==> config.mk <==
export PLATFORM = sky130hd
export DESIGN_NAME = mmu_top
export DESIGN_NICKNAME = d
export VERILOG_FILES = /design/src/hw/mmu_pkg.sv /design/src/hw/tlb.sv /design/src/hw/tlb_cp0_regs.sv /design/src/hw/addr_xlate.sv /design/src/hw/mmu_top.sv
export SDC_FILE = /design/constraint.sdc
export NUM_CORES = 2
export LEC_CHECK = 0
export BUFFER_PORTS_ARGS = -buffer_cell sky130_fd_sc_hd__buf_4
export CAP_MARGIN = 40
export CORE_MARGIN = 10
export CORE_UTILIZATION = 39
export DETAILED_ROUTE_END_ITERATION = 7
export PLACE_DENSITY_LB_ADDON = 0.1
export SYNTH_ARGS = -nofsm -noshare
export SYNTH_HDL_FRONTEND = slang
export SYNTH_SLANG_ARGS = --single-unit
==> constraint.sdc <==
create_clock -name clk -period 6.9 [get_ports clk]
set_input_delay 0.345 -clock clk [delete_from_list [all_inputs] [get_ports clk]]
set_output_delay 0.345 -clock clk [all_outputs]
set_load 0.1 [all_outputs]
==> src/hw/mmu_pkg.sv <==
package mmu_pkg;

    localparam int VA_W    = 32;
    localparam int PA_W    = 32;
    localparam int VPN2_W  = 19;
    localparam int PFN_W   = 20;
    localparam int ASID_W  = 8;
    localparam int CATTR_W = 3;

    localparam logic [CATTR_W-1:0] CATTR_UNCACHED = 3'd2;

    // bit positions inside the cp0 words
    localparam int LO_PFN_LSB  = 6;
    localparam int HI_VPN2_LSB = 13;
    localparam int INDEX_P_BIT = 31;

    typedef enum logic [4:0] {
        CP0_INDEX    = 5'd0,
        CP0_ENTRYLO0 = 5'd2,
        CP0_ENTRYLO1 = 5'd3,
        CP0_ENTRYHI  = 5'd10
    } cp0_reg_e;

    typedef enum logic [1:0] {
        TLB_NONE,
        TLB_P,
        TLB_R,
        TLB_WI
    } tlb_op_e;

    typedef enum logic [1:0] {
        EXC_NONE,
        EXC_REFILL,
        EXC_INVALID,
        EXC_MODIFIED
    } xlate_exc_e;

    typedef union packed {
        logic [VA_W-1:0] raw;   // top three bits pick the segment
        struct packed {
            logic [VPN2_W-1:0] vpn2;
            logic              odd;
            logic [11:0]       offset;
        } mapped;
    } vaddr_u;

endpackage

==> src/hw/tlb.sv <==
`timescale 1ns/100ps

module tlb #(
    parameter int TLBNUM = 16
) (
    input  logic                          clk,
    input  logic                          reset,

    input  logic [mmu_pkg::VPN2_W-1:0]    s0_vpn2,
    input  logic                          s0_odd_page,
    input  logic [mmu_pkg::ASID_W-1:0]    s0_asid,
    output logic                          s0_found,
    output logic [mmu_pkg::PFN_W-1:0]     s0_pfn,
    output logic [mmu_pkg::CATTR_W-1:0]   s0_c,
    output logic                          s0_d,
    output logic                          s0_v,

    input  logic [mmu_pkg::VPN2_W-1:0]    s1_vpn2,
    input  logic                          s1_odd_page,
    input  logic [mmu_pkg::ASID_W-1:0]    s1_asid,
    output logic                          s1_found,
    output logic [mmu_pkg::PFN_W-1:0]     s1_pfn,
    output logic [mmu_pkg::CATTR_W-1:0]   s1_c,
    output logic                          s1_d,
    output logic                          s1_v,

    input  logic                          inst_tlbwi,
    input  logic                          inst_tlbp,
    input  logic [$clog2(TLBNUM)-1:0]     w_index,
    input  logic [mmu_pkg::VPN2_W-1:0]    w_vpn2,
    input  logic [mmu_pkg::ASID_W-1:0]    w_asid,
    input  logic                          w_g,
    input  logic [mmu_pkg::PFN_W-1:0]     w_pfn0,
    input  logic [mmu_pkg::CATTR_W-1:0]   w_c0,
    input  logic                          w_d0,
    input  logic                          w_v0,
    input  logic [mmu_pkg::PFN_W-1:0]     w_pfn1,
    input  logic [mmu_pkg::CATTR_W-1:0]   w_c1,
    input  logic                          w_d1,
    input  logic                          w_v1,

    output logic                          probe_found,
    output logic [$clog2(TLBNUM)-1:0]     probe_index,
    output logic [mmu_pkg::VPN2_W-1:0]    r_vpn2,
    output logic [mmu_pkg::ASID_W-1:0]    r_asid,
    output logic                          r_g,
    output logic [mmu_pkg::PFN_W-1:0]     r_pfn0,
    output logic [mmu_pkg::CATTR_W-1:0]   r_c0,
    output logic                          r_d0,
    output logic                          r_v0,
    output logic [mmu_pkg::PFN_W-1:0]     r_pfn1,
    output logic [mmu_pkg::CATTR_W-1:0]   r_c1,
    output logic                          r_d1,
    output logic                          r_v1
);

    localparam int IDX_W = $clog2(TLBNUM);

    logic [mmu_pkg::VPN2_W-1:0]  tlb_vpn2 [TLBNUM];
    logic [mmu_pkg::ASID_W-1:0]  tlb_asid [TLBNUM];
    logic                        tlb_g    [TLBNUM];
    logic [mmu_pkg::PFN_W-1:0]   tlb_pfn0 [TLBNUM];
    logic [mmu_pkg::CATTR_W-1:0] tlb_c0   [TLBNUM];
    logic                        tlb_d0   [TLBNUM];
    logic                        tlb_v0   [TLBNUM];
    logic [mmu_pkg::PFN_W-1:0]   tlb_pfn1 [TLBNUM];
    logic [mmu_pkg::CATTR_W-1:0] tlb_c1   [TLBNUM];
    logic                        tlb_d1   [TLBNUM];
    logic                        tlb_v1   [TLBNUM];

    // per search port: [0] fetch, [1] data or probe
    logic [1:0][mmu_pkg::VPN2_W-1:0]  q_vpn2;
    logic [1:0][mmu_pkg::ASID_W-1:0]  q_asid;
    logic [1:0]                       q_odd;
    logic [1:0][TLBNUM-1:0]           match;
    logic [1:0][IDX_W-1:0]            hit_index;
    logic [1:0]                       found;
    logic [1:0][mmu_pkg::PFN_W-1:0]   pfn;
    logic [1:0][mmu_pkg::CATTR_W-1:0] cattr;
    logic [1:0]                       dirty;
    logic [1:0]                       valid;
    logic [TLBNUM-1:0]                live;

    always_ff @(posedge clk) begin
        if (reset) begin
            for (int i = 0; i < TLBNUM; i++) begin
                tlb_vpn2[i] <= '0;
                tlb_asid[i] <= '0;
                tlb_g[i]    <= 1'b0;
                tlb_pfn0[i] <= '0;
                tlb_c0[i]   <= '0;
                tlb_d0[i]   <= 1'b0;
                tlb_v0[i]   <= 1'b0;
                tlb_pfn1[i] <= '0;
                tlb_c1[i]   <= '0;
                tlb_d1[i]   <= 1'b0;
                tlb_v1[i]   <= 1'b0;
            end
        end else if (inst_tlbwi) begin
            tlb_vpn2[w_index] <= w_vpn2;
            tlb_asid[w_index] <= w_asid;
            tlb_g[w_index]    <= w_g;
            tlb_pfn0[w_index] <= w_pfn0;
            tlb_c0[w_index]   <= w_c0;
            tlb_d0[w_index]   <= w_d0;
            tlb_v0[w_index]   <= w_v0;
            tlb_pfn1[w_index] <= w_pfn1;
            tlb_c1[w_index]   <= w_c1;
            tlb_d1[w_index]   <= w_d1;
            tlb_v1[w_index]   <= w_v1;
        end
    end

    // indexed read for tlbr
    assign r_vpn2 = tlb_vpn2[w_index];
    assign r_asid = tlb_asid[w_index];
    assign r_g    = tlb_g[w_index];
    assign r_pfn0 = tlb_pfn0[w_index];
    assign r_c0   = tlb_c0[w_index];
    assign r_d0   = tlb_d0[w_index];
    assign r_v0   = tlb_v0[w_index];
    assign r_pfn1 = tlb_pfn1[w_index];
    assign r_c1   = tlb_c1[w_index];
    assign r_d1   = tlb_d1[w_index];
    assign r_v1   = tlb_v1[w_index];

    assign q_vpn2[0] = s0_vpn2;
    assign q_asid[0] = s0_asid;
    assign q_odd[0]  = s0_odd_page;
    assign q_vpn2[1] = inst_tlbp ? w_vpn2 : s1_vpn2;   // probe borrows port 1
    assign q_asid[1] = inst_tlbp ? w_asid : s1_asid;
    assign q_odd[1]  = s1_odd_page;

    for (genvar e = 0; e < TLBNUM; e++) begin : g_live
        assign live[e] = tlb_v0[e] | tlb_v1[e];
    end

    for (genvar p = 0; p < 2; p++) begin : g_port
        for (genvar e = 0; e < TLBNUM; e++) begin : g_match
            assign match[p][e] = (q_vpn2[p] == tlb_vpn2[e]) &&
                                 ((q_asid[p] == tlb_asid[e]) || tlb_g[e]);
        end

        // one-hot to binary, each index bit ORs the entries that have it set
        for (genvar b = 0; b < IDX_W; b++) begin : g_enc
            logic [TLBNUM-1:0] sel;
            for (genvar e = 0; e < TLBNUM; e++) begin : g_sel
                assign sel[e] = match[p][e] && (((e >> b) & 1) == 1);
            end
            assign hit_index[p][b] = |sel;
        end

        assign found[p] = |match[p];
        assign pfn[p]   = !found[p] ? '0 :
                          q_odd[p] ? tlb_pfn1[hit_index[p]] : tlb_pfn0[hit_index[p]];
        assign cattr[p] = !found[p] ? '0 :
                          q_odd[p] ? tlb_c1[hit_index[p]] : tlb_c0[hit_index[p]];
        assign dirty[p] = found[p] &&
                          (q_odd[p] ? tlb_d1[hit_index[p]] : tlb_d0[hit_index[p]]);
        assign valid[p] = found[p] &&
                          (q_odd[p] ? tlb_v1[hit_index[p]] : tlb_v0[hit_index[p]]);

        // never-written entries all hold vpn2 0, so only live ones count
        assert property (@(posedge clk) disable iff (reset) $onehot0(match[p] & live))
            else $error("tlb: duplicate match on search port %0d", p);
    end

    assign s0_found = found[0];
    assign s0_pfn   = pfn[0];
    assign s0_c     = cattr[0];
    assign s0_d     = dirty[0];
    assign s0_v     = valid[0];

    assign s1_found = found[1];
    assign s1_pfn   = pfn[1];
    assign s1_c     = cattr[1];
    assign s1_d     = dirty[1];
    assign s1_v     = valid[1];

    assign probe_found = found[1];
    assign probe_index = hit_index[1];

endmodule

==> src/hw/tlb_cp0_regs.sv <==
`timescale 1ns/100ps

module tlb_cp0_regs #(
    parameter int TLBNUM = 16
) (
    input  logic                          clk,
    input  logic                          reset,

    input  logic                          cp0_we,
    input  mmu_pkg::cp0_reg_e             cp0_addr,
    input  logic [31:0]                   cp0_wdata,
    input  mmu_pkg::tlb_op_e              tlb_op,
    output logic [31:0]                   cp0_rdata,
    output logic [mmu_pkg::ASID_W-1:0]    cur_asid,

    output logic                          inst_tlbwi,
    output logic                          inst_tlbp,
    output logic [$clog2(TLBNUM)-1:0]     w_index,
    output logic [mmu_pkg::VPN2_W-1:0]    w_vpn2,
    output logic [mmu_pkg::ASID_W-1:0]    w_asid,
    output logic                          w_g,
    output logic [mmu_pkg::PFN_W-1:0]     w_pfn0,
    output logic [mmu_pkg::CATTR_W-1:0]   w_c0,
    output logic                          w_d0,
    output logic                          w_v0,
    output logic [mmu_pkg::PFN_W-1:0]     w_pfn1,
    output logic [mmu_pkg::CATTR_W-1:0]   w_c1,
    output logic                          w_d1,
    output logic                          w_v1,

    input  logic                          probe_found,
    input  logic [$clog2(TLBNUM)-1:0]     probe_index,
    input  logic [mmu_pkg::VPN2_W-1:0]    r_vpn2,
    input  logic [mmu_pkg::ASID_W-1:0]    r_asid,
    input  logic                          r_g,
    input  logic [mmu_pkg::PFN_W-1:0]     r_pfn0,
    input  logic [mmu_pkg::CATTR_W-1:0]   r_c0,
    input  logic                          r_d0,
    input  logic                          r_v0,
    input  logic [mmu_pkg::PFN_W-1:0]     r_pfn1,
    input  logic [mmu_pkg::CATTR_W-1:0]   r_c1,
    input  logic                          r_d1,
    input  logic                          r_v1
);

    localparam int IDX_W = $clog2(TLBNUM);
    localparam int LO_W  = mmu_pkg::LO_PFN_LSB + mmu_pkg::PFN_W;   // pfn,c,d,v,g

    logic                       index_p;      // probe miss
    logic [IDX_W-1:0]           index_val;
    logic [mmu_pkg::VPN2_W-1:0] hi_vpn2;
    logic [mmu_pkg::ASID_W-1:0] hi_asid;
    logic [LO_W-1:0]            lo0;
    logic [LO_W-1:0]            lo1;

    always_ff @(posedge clk) begin
        if (reset) begin
            index_p   <= 1'b0;
            index_val <= '0;
            hi_vpn2   <= '0;
            hi_asid   <= '0;
            lo0       <= '0;
            lo1       <= '0;
        end else if (cp0_we) begin
            case (cp0_addr)
                mmu_pkg::CP0_INDEX:    index_val <= cp0_wdata[IDX_W-1:0];  // P is read only
                mmu_pkg::CP0_ENTRYLO0: lo0 <= cp0_wdata[LO_W-1:0];
                mmu_pkg::CP0_ENTRYLO1: lo1 <= cp0_wdata[LO_W-1:0];
                mmu_pkg::CP0_ENTRYHI: begin
                    hi_vpn2 <= cp0_wdata[mmu_pkg::HI_VPN2_LSB +: mmu_pkg::VPN2_W];
                    hi_asid <= cp0_wdata[mmu_pkg::ASID_W-1:0];
                end
                default: ;
            endcase
        end else if (tlb_op == mmu_pkg::TLB_P) begin
            index_p   <= !probe_found;
            index_val <= probe_index;
        end else if (tlb_op == mmu_pkg::TLB_R) begin
            hi_vpn2 <= r_vpn2;
            hi_asid <= r_asid;
            lo0     <= {r_pfn0, r_c0, r_d0, r_v0, r_g};
            lo1     <= {r_pfn1, r_c1, r_d1, r_v1, r_g};   // g shows in both halves
        end
    end

    always_comb begin
        cp0_rdata = '0;
        case (cp0_addr)
            mmu_pkg::CP0_INDEX: begin
                cp0_rdata[mmu_pkg::INDEX_P_BIT] = index_p;
                cp0_rdata[IDX_W-1:0]            = index_val;
            end
            mmu_pkg::CP0_ENTRYLO0: cp0_rdata[LO_W-1:0] = lo0;
            mmu_pkg::CP0_ENTRYLO1: cp0_rdata[LO_W-1:0] = lo1;
            mmu_pkg::CP0_ENTRYHI: begin
                cp0_rdata[mmu_pkg::HI_VPN2_LSB +: mmu_pkg::VPN2_W] = hi_vpn2;
                cp0_rdata[mmu_pkg::ASID_W-1:0]                    = hi_asid;
            end
            default: ;
        endcase
    end

    assign cur_asid   = hi_asid;
    assign inst_tlbwi = (tlb_op == mmu_pkg::TLB_WI);
    assign inst_tlbp  = (tlb_op == mmu_pkg::TLB_P);
    assign w_index    = index_val;
    assign w_vpn2     = hi_vpn2;
    assign w_asid     = hi_asid;
    assign w_g        = lo0[0] & lo1[0];   // global only when both halves say so
    assign {w_pfn0, w_c0, w_d0, w_v0} = lo0[LO_W-1:1];
    assign {w_pfn1, w_c1, w_d1, w_v1} = lo1[LO_W-1:1];

    // the pipeline issues a register move and a TLB instruction in separate cycles
    assert property (@(posedge clk) disable iff (reset)
                     cp0_we |-> tlb_op == mmu_pkg::TLB_NONE)
        else $error("tlb_cp0_regs: cp0 write together with a TLB operation");

endmodule

==> src/hw/addr_xlate.sv <==
`timescale 1ns/100ps

module addr_xlate (
    input  logic                          clk,
    input  logic                          reset,

    input  logic                          req,
    input  mmu_pkg::vaddr_u               vaddr,
    input  logic                          store,
    input  logic [mmu_pkg::ASID_W-1:0]    cur_asid,

    output logic [mmu_pkg::VPN2_W-1:0]    s_vpn2,
    output logic                          s_odd_page,
    output logic [mmu_pkg::ASID_W-1:0]    s_asid,
    input  logic                          s_found,
    input  logic [mmu_pkg::PFN_W-1:0]     s_pfn,
    input  logic [mmu_pkg::CATTR_W-1:0]   s_c,
    input  logic                          s_d,
    input  logic                          s_v,

    output logic                          valid,
    output logic [mmu_pkg::PA_W-1:0]      paddr,
    output mmu_pkg::xlate_exc_e           exc,
    output logic                          uncached
);

    logic                     unmapped;
    logic                     kseg1;
    logic [mmu_pkg::PA_W-1:0] next_paddr;
    mmu_pkg::xlate_exc_e      next_exc;
    logic                     next_uncached;

    assign s_vpn2     = vaddr.mapped.vpn2;
    assign s_odd_page = vaddr.mapped.odd;
    assign s_asid     = cur_asid;

    assign unmapped = (vaddr.raw[31:30] == 2'b10);    // kseg0 or kseg1
    assign kseg1    = (vaddr.raw[31:29] == 3'b101);

    always_comb begin
        next_paddr    = '0;
        next_exc      = mmu_pkg::EXC_NONE;
        next_uncached = 1'b0;
        if (unmapped) begin
            next_paddr    = {3'b000, vaddr.raw[28:0]};
            next_uncached = kseg1;
        end else if (!s_found) begin
            next_exc = mmu_pkg::EXC_REFILL;
        end else if (!s_v) begin
            next_exc = mmu_pkg::EXC_INVALID;
        end else if (store && !s_d) begin
            next_exc = mmu_pkg::EXC_MODIFIED;
        end else begin
            next_paddr    = {s_pfn, vaddr.mapped.offset};
            next_uncached = (s_c == mmu_pkg::CATTR_UNCACHED);
        end
    end

    always_ff @(posedge clk) begin
        if (reset) begin
            valid <= 1'b0;
        end else begin
            valid <= req;
        end
    end

    always_ff @(posedge clk) begin
        if (req) begin
            paddr    <= next_paddr;
            exc      <= next_exc;
            uncached <= next_uncached;
        end
    end

endmodule

==> src/hw/mmu_top.sv <==
`timescale 1ns/100ps

module mmu_top #(
    parameter int TLBNUM = 16
) (
    input  logic                       clk,
    input  logic                       reset,

    input  logic                       cp0_we,
    input  mmu_pkg::cp0_reg_e          cp0_addr,
    input  logic [31:0]                cp0_wdata,
    output logic [31:0]                cp0_rdata,
    input  mmu_pkg::tlb_op_e           tlb_op,

    input  logic                       if_req,
    input  logic [mmu_pkg::VA_W-1:0]   if_vaddr,
    output logic                       if_valid,
    output logic [mmu_pkg::PA_W-1:0]   if_paddr,
    output mmu_pkg::xlate_exc_e        if_exc,
    output logic                       if_uncached,

    input  logic                       dm_req,
    input  logic [mmu_pkg::VA_W-1:0]   dm_vaddr,
    input  logic                       dm_store,
    output logic                       dm_valid,
    output logic [mmu_pkg::PA_W-1:0]   dm_paddr,
    output mmu_pkg::xlate_exc_e        dm_exc,
    output logic                       dm_uncached
);

    localparam int IDX_W = $clog2(TLBNUM);

    logic [mmu_pkg::ASID_W-1:0]  cur_asid;
    logic                        inst_tlbwi;
    logic                        inst_tlbp;
    logic [IDX_W-1:0]            w_index;
    logic [mmu_pkg::VPN2_W-1:0]  w_vpn2;
    logic [mmu_pkg::ASID_W-1:0]  w_asid;
    logic                        w_g;
    logic [mmu_pkg::PFN_W-1:0]   w_pfn0;
    logic [mmu_pkg::PFN_W-1:0]   w_pfn1;
    logic [mmu_pkg::CATTR_W-1:0] w_c0;
    logic [mmu_pkg::CATTR_W-1:0] w_c1;
    logic                        w_d0;
    logic                        w_d1;
    logic                        w_v0;
    logic                        w_v1;
    logic                        probe_found;
    logic [IDX_W-1:0]            probe_index;
    logic [mmu_pkg::VPN2_W-1:0]  r_vpn2;
    logic [mmu_pkg::ASID_W-1:0]  r_asid;
    logic                        r_g;
    logic [mmu_pkg::PFN_W-1:0]   r_pfn0;
    logic [mmu_pkg::PFN_W-1:0]   r_pfn1;
    logic [mmu_pkg::CATTR_W-1:0] r_c0;
    logic [mmu_pkg::CATTR_W-1:0] r_c1;
    logic                        r_d0;
    logic                        r_d1;
    logic                        r_v0;
    logic                        r_v1;

    logic [mmu_pkg::VPN2_W-1:0]  s0_vpn2;
    logic [mmu_pkg::VPN2_W-1:0]  s1_vpn2;
    logic [mmu_pkg::ASID_W-1:0]  s0_asid;
    logic [mmu_pkg::ASID_W-1:0]  s1_asid;
    logic [mmu_pkg::PFN_W-1:0]   s0_pfn;
    logic [mmu_pkg::PFN_W-1:0]   s1_pfn;
    logic [mmu_pkg::CATTR_W-1:0] s0_c;
    logic [mmu_pkg::CATTR_W-1:0] s1_c;
    logic                        s0_odd_page;
    logic                        s1_odd_page;
    logic                        s0_found;
    logic                        s1_found;
    logic                        s0_d;
    logic                        s1_d;
    logic                        s0_v;
    logic                        s1_v;

    tlb_cp0_regs #(.TLBNUM(TLBNUM)) u_regs (
        .clk, .reset,
        .cp0_we, .cp0_addr, .cp0_wdata, .tlb_op, .cp0_rdata, .cur_asid,
        .inst_tlbwi, .inst_tlbp, .w_index, .w_vpn2, .w_asid, .w_g,
        .w_pfn0, .w_c0, .w_d0, .w_v0, .w_pfn1, .w_c1, .w_d1, .w_v1,
        .probe_found, .probe_index, .r_vpn2, .r_asid, .r_g,
        .r_pfn0, .r_c0, .r_d0, .r_v0, .r_pfn1, .r_c1, .r_d1, .r_v1
    );

    tlb #(.TLBNUM(TLBNUM)) u_tlb (
        .clk, .reset,
        .s0_vpn2, .s0_odd_page, .s0_asid, .s0_found, .s0_pfn, .s0_c, .s0_d, .s0_v,
        .s1_vpn2, .s1_odd_page, .s1_asid, .s1_found, .s1_pfn, .s1_c, .s1_d, .s1_v,
        .inst_tlbwi, .inst_tlbp, .w_index, .w_vpn2, .w_asid, .w_g,
        .w_pfn0, .w_c0, .w_d0, .w_v0, .w_pfn1, .w_c1, .w_d1, .w_v1,
        .probe_found, .probe_index, .r_vpn2, .r_asid, .r_g,
        .r_pfn0, .r_c0, .r_d0, .r_v0, .r_pfn1, .r_c1, .r_d1, .r_v1
    );

    addr_xlate u_if_xlate (
        .clk, .reset,
        .req(if_req), .vaddr(if_vaddr), .store(1'b0), .cur_asid,
        .s_vpn2(s0_vpn2), .s_odd_page(s0_odd_page), .s_asid(s0_asid),
        .s_found(s0_found), .s_pfn(s0_pfn), .s_c(s0_c), .s_d(s0_d), .s_v(s0_v),
        .valid(if_valid), .paddr(if_paddr), .exc(if_exc), .uncached(if_uncached)
    );

    addr_xlate u_dm_xlate (
        .clk, .reset,
        .req(dm_req), .vaddr(dm_vaddr), .store(dm_store), .cur_asid,
        .s_vpn2(s1_vpn2), .s_odd_page(s1_odd_page), .s_asid(s1_asid),
        .s_found(s1_found), .s_pfn(s1_pfn), .s_c(s1_c), .s_d(s1_d), .s_v(s1_v),
        .valid(dm_valid), .paddr(dm_paddr), .exc(dm_exc), .uncached(dm_uncached)
    );

    // search port 1 belongs to tlbp for that cycle
    assert property (@(posedge clk) disable iff (reset)
                     tlb_op == mmu_pkg::TLB_P |-> !dm_req)
        else $error("mmu_top: data request during tlbp");

endmodule

==> metrics.yaml <==
grt_pass1_vias: 70100
r2r_start: "u_regs.cur_asid[0]"
syn_to_final_growth_pct: 13.7
switching_share_pct: 28.6
fmax_mhz: 164
final_nets: 8016
arrival_ns: 6.79
grt.overflow.total: 0
cts.sinks: 1408
hold_start: "if_req"
path_max_fanout: 55
cts_buffer_depth: 3
grt_max_degree: 105
drive_gt1_share_pct: 18.4
avgSynthCellArea_sq_um: 11.3
post-dp-hpwl_um: 294000
power_frac_seq_pct: 45.3
use_met2_pct: 53.3
post-cts-setup-buffer-count: 0
synth.largest_area_cell: "edfxtp_1"
worstSetupPathType: "reg -> reg"
peakVddDrop_mv: 0.202
synth.area.top_cells: "edfxtp_1, mux4_2, and2_1"
worst_slew_pin_slew_ns: 1.02
failed_checks: "design-rule violations"
std_cell_rows: 175
cts.reportedPaths.clkPinSlew_ns: 0.06
yosys.area.top_type_share_pct: 44.3
hold_path_end: "u_if_xlate.paddr[4]"
yosysSeqAreaShare_pct: 46.3
power.switching_mw: 6.40
timing.final.max_slew_violations: 0
status: "finished with violations"
yosys_warnings: 0
tns_ns: 0
finalHoldViolCount: 0
drc: 5
p_leak_nw: 35.5
multi_input_area_sq_um: 44600
ys.flop_type: "edfxtp_1"
rsz0062_at_grt: "false"
h-tree-depth: 4
finalSetupViolCount: 0
hold_depth: 1
p_comb_share_pct: 12.7
cts_tree: "built"
grt_use_met1_pct: 46.1
root_buffer: "clkbuf_16"
port_buffers: 212
drtIter0Drc: 10900
vias: 73300
fin_area_sq_um: 101000
r2r_cells: 17
worstPathRequired_ns: 7.60
fill_cells: 20900
powerDensity_nw_per_um2: 221
regArea_sq_um: 41400
grt_pass1_wl_um: 620000
routed_wl_um: 458000
clkLatencyLatePin_ns: 0.89
ys_types: 92
ys_ff_latch: 1408
ant_nets: 0
cp-start-kind: "flip-flop"
cts_made_buffers: 170
die_area_sq_um: 248000
dpl_cell_area_sq_um: 95100
maxCapViolCount: 0
synth_nets: 8030
grt_use_met3_pct: 8.05
relSlewSlack_pct: 30.9
synthTopCellsByCount: "edfxtp_1, and2_1, nand2_1"
die_w_um: 498
r2r_slack_ns: 0.81
synth_most_common_cell: "edfxtp_1"
worstHoldPathType: "in -> reg"
p_int_mw: 16.0
fin_crit_sh_pct: 88.3
placeableCoreArea_sq_um: 227000
drt_pass1_iterations: 8
grt_busiest_layer: "met2"
dieHeight_um: 498
syn_inst: 7921
globalRouteTotalUtil_pct: 35.5
gp_congestion: 1.06
synth_edf_count: 1318
clkPwrFrac_pct: 42.0
worstSetupEndpointType: "flip-flop"
syn_area_sq_um: 89300
start_util_pct: 39.2
skew_ns: 0.0356
post_drt_wl_per_cell_um: 41.3
r2r_end: "u_dm_xlate.paddr[24]"
async_flop_share_pct: 0
io_pins: 213
cts-resized-gates: 0
fin_crit_ns: 6.09
viasPerCell: 6.61
antenna_found_initial: 44
-- worst max-delay path by stage --
stage	from	endpoint	slack, ns	cells past startpoint
2_1_floorplan	if_vaddr[13]	u_if_xlate.paddr[12]	2.98	19
3_3_place_gp	u_regs.cur_asid[3]	u_if_xlate.paddr[18]	0.63	15
3_5_place_dp	tlb_op[1]	u_dm_xlate.paddr[24]	0.98	16
4_1_cts	u_regs.cur_asid[0]	u_dm_xlate.paddr[26]	1.02	17
5_1_grt	u_regs.cur_asid[0]	u_dm_xlate.paddr[24]	0.79	17
6_report	u_regs.cur_asid[0]	u_dm_xlate.paddr[24]	0.81	17
-- registers in the layout, summed over array words and instances, names as in the netlist, 19 cells and up, named ones only --
signal	count
u_tlb.tlb_vpn2	304
u_tlb.tlb_asid	128
u_regs.lo1	26
u_regs.w_vpn2	19
u_dm_xlate.paddr	32
u_tlb.tlb_pfn0	320
u_tlb.tlb_c1	48
u_if_xlate.paddr	32
u_regs.lo0	26
u_tlb.tlb_pfn1	320
u_tlb.tlb_c0	48
-- layout by cell type (no fill, tap or decap), types with 80 or more instances in the layout --
cell / netlist / routed
mux4_2: 414 / 414
buf_4: 23 / 456
nor3_1: 308 / 303
mux2i_1: 506 / 506
inv_1: 81 / 80
edfxtp_1: 1318 / 1318
mux2_2: 171 / 171
dfxtp_1: 90 / 83
o21ai_0: 146 / 146
a21oi_1: 257 / 257
clkbuf_16: 0 / 173
nand3_1: 280 / 275
nor2_1: 357 / 342
and2_1: 937 / 937
nor4_1: 189 / 187
a211oi_1: 129 / 129
xor2_1: 476 / 476
xnor2_1: 263 / 263
nand2_1: 563 / 559
-- worst max-delay path: stages, from the launching register on --
cell      delay (ns)
dfxtp_1         0.60
buf_4           0.26
buf_4           0.24
xor2_1          0.10
nor4_1          0.44
a41o_1          0.43
a21boi_0        0.56
nand4_1         0.35
o211ai_2        0.27
or4_4           0.39
buf_4           0.41
buf_4           0.69
nand2_1         0.11
nand3_1         0.11
a21oi_1         0.07
nor3_1          0.31
nand3_1         0.31
o21ai_1         0.21
-- metrics by stage --
stage | total power, mW | hold slack [ns] | std cells | util, % | worst slack [ns]
after floorplan | 11.6 | 0.454 | 7921 | - | 2.98
after global routing | 22.8 | 0.0381 | 11100 | 44.6 | 0.795
after detailed placement | 13.0 | 0.486 | 10700 | 41.8 | 0.979
after global placement | 13.0 | 0.494 | 10600 | 41.5 | 0.635
final | 22.4 | 0.0384 | 11100 | 44.6 | 0.808
after CTS | 22.4 | 0.0294 | 11100 | 44.6 | 1.02
-- kinds of logic after synthesis --
group	count (synthesis)	share of synthesized area, %
simple gates	2901	17.1
flops	1408	46.3
mux	1104	18.5
compound gates	901	6.72
buf+inv	868	4.12
xor+xnor	739	7.25
-- power groups by stage --
stage | registers [mW] | logic, mW | clock network, mW
after global placement | 10.3 | 2.70 | 0
after CTS | 10.1 | 2.76 | 9.47
after floorplan | 10.2 | 1.40 | 0
after global routing | 10.2 | 2.89 | 9.79
after detailed placement | 10.3 | 2.72 | 0
final | 10.2 | 2.85 | 9.41
-- layout make-up --
type / instances / share of cell area (%)
repair buffers: 595 / 5.56
diodes: 20 / 0.0493
clock inverters: 77 / 0.914
well taps: 3009 / 3.71
flip-flops and latches: 1408 / 40.8
multi-input cells: 5645 / 43.9
inverters: 87 / 0.322
clock buffers: 243 / 4.72
-- layer usage --
| layer | up-vias | share of wire (%) |
|---|---|---|
| li1 | 29300 | - |
| met1 | 37400 | 39 |
| met2 | 5155 | 43 |
| met3 | 1391 | 10 |
| met4 | 16 | 7.8 |
| met5 | - | 0.024 |
-- repair_timing --
action / CTS / global route
hold buffers: 64 / 0
hold endpoints to repair: 107 / 0
setup endpoints to repair: 0 / 0
Power figures use the tool's default switching activity.
